$ cat src/source/i2c_target_pkg.sv
// i2c write-only target shared definitions
// widths, filter depth, fsm state encoding and the two packed structs

package i2c_target_pkg;

    // 7-bit addressing only
    localparam int ADDR_W = 7;

    // data byte on the bus and on the stream
    localparam int BYTE_W = 8;

    // samples that must agree before a clean level moves
    localparam int FILTER_LEN = 4;

    // counts down 7..0 for address and data bits
    localparam int BIT_COUNT_W = 3;

    typedef enum logic [2:0] {
        STATE_IDLE,
        STATE_ADDRESS,
        STATE_ACK,
        // ack done, waiting on the output slot
        STATE_WRITE_WAIT,
        STATE_WRITE_BITS
    } target_state_t;

    // filtered bus view, pulses are one cycle wide
    typedef struct packed {
        logic scl_level;
        logic sda_level;
        logic scl_rise;
        logic scl_fall;
        // sda falls while scl high
        logic start;
        // sda rises while scl high
        logic stop;
    } bus_event_t;

    // one stream beat
    typedef struct packed {
        logic [BYTE_W-1:0] data;
        // final byte of a write transfer
        logic              last;
    } stream_byte_t;

endpackage

$ cat src/source/i2c_line_conditioner.sv
// i2c line conditioner
// glitch filter on scl and sda, then edge, start and stop detection

`timescale 1ns/1ns

module i2c_line_conditioner import i2c_target_pkg::*; (
    input  logic       clk,
    input  logic       rst,
    input  logic       scl_line,
    input  logic       sda_line,
    output bus_event_t bus_event
);

    // bit 0 is scl, bit 1 is sda
    logic [1:0]                 lines;
    logic [1:0][FILTER_LEN-1:0] hist;
    logic [1:0]                 clean;
    logic [1:0]                 prev;

    logic scl_rise_q;
    logic scl_fall_q;
    logic start_q;
    logic stop_q;

    assign lines = {sda_line, scl_line};

    always_ff @(posedge clk) begin
        if (rst) begin
            // idle bus is high on both lines
            hist       <= '1;
            clean      <= '1;
            prev       <= '1;
            scl_rise_q <= 1'b0;
            scl_fall_q <= 1'b0;
            start_q    <= 1'b0;
            stop_q     <= 1'b0;
        end else begin
            for (int i = 0; i < 2; i++) begin
                hist[i] <= {hist[i][FILTER_LEN-2:0], lines[i]};
                // move only when the whole history agrees
                if (hist[i] == '1) begin
                    clean[i] <= 1'b1;
                end else if (hist[i] == '0) begin
                    clean[i] <= 1'b0;
                end
            end
            prev <= clean;
            // pulses land one cycle after the clean level moves
            scl_rise_q <= clean[0] & ~prev[0];
            scl_fall_q <= ~clean[0] & prev[0];
            // sda edge with scl high is a bus condition, not data
            start_q    <= ~clean[1] & prev[1] & clean[0];
            stop_q     <= clean[1] & ~prev[1] & clean[0];
        end
    end

    assign bus_event = '{
        scl_level: clean[0],
        sda_level: clean[1],
        scl_rise:  scl_rise_q,
        scl_fall:  scl_fall_q,
        start:     start_q,
        stop:      stop_q
    };

endmodule

$ cat src/source/i2c_target_fsm.sv
// i2c target fsm for write transfers
// address match, ack drive, bit shifting and scl stretch on a busy slot

`timescale 1ns/1ns

module i2c_target_fsm import i2c_target_pkg::*; (
    input  logic              clk,
    input  logic              rst,
    input  bus_event_t        bus_event,
    input  logic              enable,
    input  logic [ADDR_W-1:0] device_address,
    input  logic              slot_free,
    output logic              scl_release,
    output logic              sda_release,
    output logic              bus_addressed,
    output logic              byte_done,
    output logic [BYTE_W-1:0] byte_data,
    output logic              slot_claim
);

    target_state_t          state;
    logic [BIT_COUNT_W-1:0] bit_cnt;
    logic [BYTE_W-1:0]      shift_q;
    logic                   addr_match;

    // after seven shifts the address sits in the low bits
    assign addr_match = (shift_q[ADDR_W-1:0] == device_address);

    // shift register holds the full byte in the byte_done cycle
    assign byte_data = shift_q;

    always_ff @(posedge clk) begin
        // single-cycle strobes
        byte_done  <= 1'b0;
        slot_claim <= 1'b0;

        if (rst) begin
            state         <= STATE_IDLE;
            bit_cnt       <= '0;
            scl_release   <= 1'b1;
            sda_release   <= 1'b1;
            bus_addressed <= 1'b0;
        end else if (bus_event.start) begin
            // start or repeated start, fresh address phase
            state         <= STATE_ADDRESS;
            bit_cnt       <= BIT_COUNT_W'(ADDR_W);
            scl_release   <= 1'b1;
            sda_release   <= 1'b1;
            bus_addressed <= 1'b0;
        end else if (bus_event.stop) begin
            state         <= STATE_IDLE;
            scl_release   <= 1'b1;
            sda_release   <= 1'b1;
            bus_addressed <= 1'b0;
        end else begin
            case (state)
                STATE_ADDRESS: begin
                    if (bus_event.scl_rise) begin
                        if (bit_cnt != '0) begin
                            // address bits, msb first
                            shift_q <= {shift_q[BYTE_W-2:0], bus_event.sda_level};
                            bit_cnt <= bit_cnt - 1'b1;
                        end else if (addr_match && enable && !bus_event.sda_level) begin
                            // r/w low means write
                            bus_addressed <= 1'b1;
                            state         <= STATE_ACK;
                        end else begin
                            // other device, disabled or read request
                            state <= STATE_IDLE;
                        end
                    end
                end

                STATE_ACK: begin
                    // sda_release doubles as the ack phase marker
                    if (bus_event.scl_fall) begin
                        if (sda_release) begin
                            // first fall after the 8th bit, pull sda low
                            sda_release <= 1'b0;
                        end else begin
                            // ack clock over
                            sda_release <= 1'b1;
                            state       <= STATE_WRITE_WAIT;
                        end
                    end
                end

                STATE_WRITE_WAIT: begin
                    if (slot_free) begin
                        // room downstream, let the clock run
                        scl_release <= 1'b1;
                        slot_claim  <= 1'b1;
                        bit_cnt     <= BIT_COUNT_W'(BYTE_W - 1);
                        state       <= STATE_WRITE_BITS;
                    end else if (!bus_event.scl_level) begin
                        // stretch, only grab scl while it is already low
                        scl_release <= 1'b0;
                    end
                end

                STATE_WRITE_BITS: begin
                    if (bus_event.scl_rise) begin
                        shift_q <= {shift_q[BYTE_W-2:0], bus_event.sda_level};
                        if (bit_cnt == '0) begin
                            // 8th bit in, hand off and ack
                            byte_done <= 1'b1;
                            state     <= STATE_ACK;
                        end else begin
                            bit_cnt <= bit_cnt - 1'b1;
                        end
                    end
                end

                default: begin
                    // idle, only a start gets us out
                    state <= STATE_IDLE;
                end
            endcase
        end
    end

endmodule

$ cat src/source/i2c_write_buffer.sv
// i2c write buffer
// holds each byte back one byte time so the final byte can carry last

`timescale 1ns/1ns

module i2c_write_buffer import i2c_target_pkg::*; (
    input  logic              clk,
    input  logic              rst,
    input  bus_event_t        bus_event,
    input  logic              byte_done,
    input  logic [BYTE_W-1:0] byte_data,
    input  logic              slot_claim,
    input  logic              out_ready,
    output logic              slot_free,
    output stream_byte_t      out_byte,
    output logic              out_valid
);

    // most recent byte, not yet in the output register
    logic              pending;
    logic [BYTE_W-1:0] pending_data;
    // output register loaded but not yet presented
    logic              staged;

    logic end_event;
    logic claim_move;
    logic flush_pending;

    // start or stop closes the current transfer
    assign end_event = bus_event.start | bus_event.stop;

    assign claim_move = slot_claim & pending;

    // transfer ended before the pending byte reached the output register
    assign flush_pending = end_event & pending & ~staged;

    // fsm stretches scl while this is low
    assign slot_free = ~out_valid;

    always_ff @(posedge clk) begin
        if (rst) begin
            pending   <= 1'b0;
            staged    <= 1'b0;
            out_valid <= 1'b0;
        end else begin
            if (out_valid && out_ready) begin
                out_valid <= 1'b0;
            end
            if (end_event) begin
                if (staged || pending) begin
                    out_valid <= 1'b1;
                end
                staged  <= 1'b0;
                pending <= 1'b0;
            end else if (byte_done) begin
                // a newer byte exists, so the staged one is not last
                if (staged) begin
                    out_valid <= 1'b1;
                end
                staged  <= 1'b0;
                pending <= 1'b1;
            end else if (claim_move) begin
                staged  <= 1'b1;
                pending <= 1'b0;
            end
        end
    end

    // payload path
    always_ff @(posedge clk) begin
        if (byte_done) begin
            pending_data <= byte_data;
        end
        if (claim_move || flush_pending) begin
            out_byte.data <= pending_data;
        end
        if (end_event && (staged || pending)) begin
            out_byte.last <= 1'b1;
        end else if (claim_move) begin
            out_byte.last <= 1'b0;
        end
    end

endmodule

$ cat src/source/i2c_target_top.sv
// i2c write-only target top level
// line conditioner, target fsm and write buffer in a chain

`timescale 1ns/1ns

module i2c_target_top import i2c_target_pkg::*; (
    input  logic              clk,
    input  logic              rst,
    input  logic              scl_line,
    input  logic              sda_line,
    input  logic              enable,
    input  logic [ADDR_W-1:0] device_address,
    input  logic              out_ready,
    output logic              scl_release,
    output logic              sda_release,
    output logic              bus_addressed,
    output stream_byte_t      out_byte,
    output logic              out_valid
);

    bus_event_t        bus_event;
    logic              byte_done;
    logic [BYTE_W-1:0] byte_data;
    logic              slot_claim;
    logic              slot_free;

    // filtered levels and bus condition pulses
    i2c_line_conditioner u_conditioner (
        .clk       (clk),
        .rst       (rst),
        .scl_line  (scl_line),
        .sda_line  (sda_line),
        .bus_event (bus_event)
    );

    i2c_target_fsm u_fsm (
        .clk            (clk),
        .rst            (rst),
        .bus_event      (bus_event),
        .enable         (enable),
        .device_address (device_address),
        .slot_free      (slot_free),
        .scl_release    (scl_release),
        .sda_release    (sda_release),
        .bus_addressed  (bus_addressed),
        .byte_done      (byte_done),
        .byte_data      (byte_data),
        .slot_claim     (slot_claim)
    );

    // one byte of hold-back before the stream
    i2c_write_buffer u_buffer (
        .clk        (clk),
        .rst        (rst),
        .bus_event  (bus_event),
        .byte_done  (byte_done),
        .byte_data  (byte_data),
        .slot_claim (slot_claim),
        .out_ready  (out_ready),
        .slot_free  (slot_free),
        .out_byte   (out_byte),
        .out_valid  (out_valid)
    );

endmodule

$ cat config.mk
export PLATFORM = sky130hd
export DESIGN_NAME = i2c_target_top
export DESIGN_NICKNAME = d
export VERILOG_FILES = /design/src/source/i2c_target_pkg.sv /design/src/source/i2c_line_conditioner.sv /design/src/source/i2c_target_fsm.sv /design/src/source/i2c_write_buffer.sv /design/src/source/i2c_target_top.sv
export SDC_FILE = /design/constraint.sdc
export NUM_CORES = 1
export LEC_CHECK = 0
export ABC_AREA = 1
export BUFFER_PORTS_ARGS = -buffer_cell sky130_fd_sc_hd__buf_2
export CORE_ASPECT_RATIO = 1.4
export CORE_UTILIZATION = 60
export CTS_BUF_LIST = sky130_fd_sc_hd__clkbuf_16
export CTS_CLUSTER_DIAMETER = 200
export DETAILED_ROUTE_END_ITERATION = 8
export PLACE_DENSITY = 0.82
export SETUP_SLACK_MARGIN = 0.2
export SLEW_MARGIN = 15
export SYNTH_ARGS = -nofsm -noshare
export SYNTH_HDL_FRONTEND = slang
export SYNTH_HIERARCHICAL = 1
export SYNTH_SLANG_ARGS = --single-unit
export TNS_END_PERCENT = 30
$ cat constraint.sdc
create_clock -name clk -period 5.72 [get_ports clk]
set_clock_uncertainty 0.05 [all_clocks]
set_input_delay 0.572 -clock clk [delete_from_list [all_inputs] [get_ports clk]]
set_output_delay 0.572 -clock clk [all_outputs]
set_load 0.02 [all_outputs]
==> impl_results.md <==
* Number of buffers created by CTS at 5
* Worst slew pin tran at 739 ps
* Initial antenna violation count at 0
* Post-layout instance count excluding filler cells at 334
* Vias/cell at 5.12
* ANT nets after route at 0
* Min cycle time layout at 2080 ps
* Internal power at 0.664 mW
* Most used flip-flop cell after synthesis: dfxtp_1
* Share of cells above drive strength 1 at 17.8%
* Syn Nets at 279
* RSZ-0062 raised after global routing: false
* Maximum vdd drop at 490 uV
* Sw Ratio at 24.8%
* WP data arrival at 1960 ps
* Port bufs at 25
* Worst reg2reg setup slack at 3640 ps
* First-pass GRT wire length at 7030 um
* Setup crit start kind: flip-flop
* Gpl congestion at 0.842
* Cell at the slowest stage of the critical path: a21oi_1
* Status: finished clean
* Worst hold margin at 367 ps
* Hold-critical path endpoint: u_conditioner/scl_rise_q
* Core area at 0.00364 mm^2
* Worst Path Max Fanout at 8
* IO Pins at 26
* Combinational share of power at 13.6%
* F_max at 480 MHz
* Post-DP HPWL at 3030 um
* Top-area cell type share of the netlist area at 31.3%
* Max_slew headroom at 50.5%
* R2R depth at 5
* Netlist cell types at 25
* Leak at 1.22 nW
* Syn avg cell area at 8.72 um^2
* Post-CTS Setup Bufs at 0
* Top post-synthesis cells by area: edfxtp_1, dfxtp_1, nand2_1
* Setup TNS at 0 ps
* Number of synthesized flops with an enable pin at 24
* Hold Crit Class: reg2reg
* Residual DRC at 0
* Reg power frac at 48.3%
* Placed cell count at 326
* PostCTS Resize Cnt at 0
* Overall via count from detail_route at 1,710
* Pre-antenna DRT Iters at 4
* Worst-Skew Late Latency at 290 ps
* Clk Tree Root Cell: clkbuf_16
* Setup Crit Path Kind: reg2reg
* Final setup viols at 0
* Cells after Synth at 264
* CP Cell Sequence: nor2_4 -> inv_1 -> nor2_1 -> nand3_1 -> a21oi_1
* Final hold violation count at 0
* Min-Delay Path Depth at 1
* FP Rows at 26
* Clock Tree Buf Depth at 2
* CTS tree: done
* Tcrit/Tclk final at 36.4%
* Asr flop ratio synth at 0%
* Vias in the first global route at 1,675
* CP peak stage delay at 580 ps
* Yosys warning count at 6
* Global route overflow at 0
* Synthesis-to-finish area growth at 13.4%
* Post-synthesis sequential area ratio at 58.3%
* Yosys top cell by area: edfxtp_1
* DIE HEIGHT at 75.3 um
* Die Area at 0.00409 mm^2
* Drt initial violations at 60
* Clock Power Share at 38.0%
* Sw power at 0.219 mW
* Clock sinks at 55
* Die X-Extent at 54.4 um
* Htree depth at 2
* Final Max Slew Viols at 0
* Critical path capture point type: flip-flop
* Clock slew at reported path FFs at 70 ps
* Power Total at 0.883 mW
* Worst reg2reg startpoint: u_conditioner/start_q
* Netlist area before placement at 0.00230 mm^2
* Largest net degree at the start of global routing at 19
* Starting Density at 63.2%
* Routed wire length at 4100 um
* Critical Path RT at 5590 ps
* Seq cells post-synth at 55
* Nets at 306
* Antenna diodes at 0
* Total GRT Usage at 24.2%
* Pwr Density at 338 mW/mm^2
* Min-delay src: u_conditioner/prev[0]
* Post-Route Utilization at 71.6%
* RR Endpoint: u_fsm/byte_data[0]
* Hold_buf cts at 0
* Max Cap Viol at 0
* Routed WL per cell at 12.3 um
==> per-stage QoR <==
step           setup slack [ps]  cell area [um^2]
2_1_floorplan              3860              2300
3_3_place_gp               3550              2440
3_5_place_dp               3450              2440
4_1_cts                    3630              2610
5_1_grt                    3470              2610
6_report                   3640              2610
==> layout make-up <==
type                            instances  area [um^2]
Clock buffer                            5          125
Fill cell                             303         1030
Multi-Input combinational cell        164          774
Sequential cell                        55         1340
Inverter                               40          150
Timing Repair Buffer                   25          125
Tap cell                               42         52.6
Clock inverter                          3         41.3
==> worst max path at each step <==
stage / start / endpoint / slack (ps)
after floorplan: u_conditioner/start_q / u_fsm/byte_data[0] / 3860
after global placement: rst / u_fsm/byte_data[1] / 3550
after detailed placement: rst / u_fsm/byte_data[2] / 3450
after CTS: u_conditioner/start_q / u_fsm/byte_data[1] / 3630
after global routing: u_conditioner/start_q / u_fsm/byte_data[0] / 3470
final: u_conditioner/start_q / u_fsm/byte_data[0] / 3640
==> Yosys cell counts, types with 2 or more instances <==
library cell / instances
nor2_1: 35
nand3_1: 18
buf_4: 4
nand3_2: 2
o21ai_0: 5
inv_2: 4
nor3_1: 3
or2_1: 7
xor2_1: 2
o21ai_1: 2
ha_1: 2
a21oi_1: 7
edfxtp_1: 24
nand2_2: 3
nor2_2: 5
inv_1: 36
nand2_1: 66
dfxtp_1: 31
or2_2: 2
==> registers in the layout, summed over array words and instances (netlist names) <==
signal,cells
u_fsm/bus_addressed,1
u_conditioner/hist,8
u_conditioner/start_q,1
u_fsm/byte_done,1
u_fsm/bit_cnt,3
u_fsm/sda_release,1
u_fsm/scl_release,1
u_buffer/pending_data,8
u_fsm/state,3
u_conditioner/scl_rise_q,1
u_buffer/out_byte,9
u_conditioner/scl_fall_q,1
u_conditioner/clean,2
u_fsm/byte_data,8
u_buffer/pending,1
u_buffer/out_valid,1
u_conditioner/prev,2
u_conditioner/stop_q,1
u_fsm/slot_claim,1
u_buffer/staged,1
==> routing by layer <==
layer	global-route usage (%)	up-vias	part of all wire [%]
li1	-	875	-
met1	27.3	793	41
met2	42.7	33	53
met3	4.59	9	3.3
met4	11.4	0	2.2
met5	0	-	0
==> cells in the final DEF, fill, tap and decap left out, types with 4 or more instances in the layout <==
cell       count
nand2_1       66
inv_1         37
nor2_1        35
dfxtp_1       31
buf_2         25
edfxtp_1      24
nand3_1       18
a21oi_1        7
or2_1          7
clkbuf_16      5
nor2_2         5
o21ai_0        5
inv_2          4
==> power by group through the flow <==
stage | combinational [mW] | clock, mW | sequential (mW)
after floorplan | 0.0928 | 0 | 0.433
after global routing | 0.141 | 0.357 | 0.428
after detailed placement | 0.117 | 0 | 0.435
after CTS | 0.120 | 0.340 | 0.426
final | 0.120 | 0.336 | 0.427
after global placement | 0.114 | 0 | 0.435
==> cell families (layout without fill, tap and decap cells) <==
family / Yosys count / count (layout) / synth area share (%)
AND/OR/NAND/NOR: 143 / 143 / 27.3
flip-flops: 55 / 55 / 58.3
buffers and inverters: 45 / 73 / 8.32
AO/OA/AOI/OAI: 17 / 17 / 4.29
adder cells (fa/ha/maj): 2 / 2 / 1.09
XOR/XNOR: 2 / 2 / 0.761
==> critical path: cells and delay by family (launching register included) <==
family | cells | cell delay, ps
simple gates | 3 | 620
compound gates | 1 | 580
flops | 1 | 390
buf+inv | 1 | 80
No activity file was read; power rests on OpenSTA's default activity.
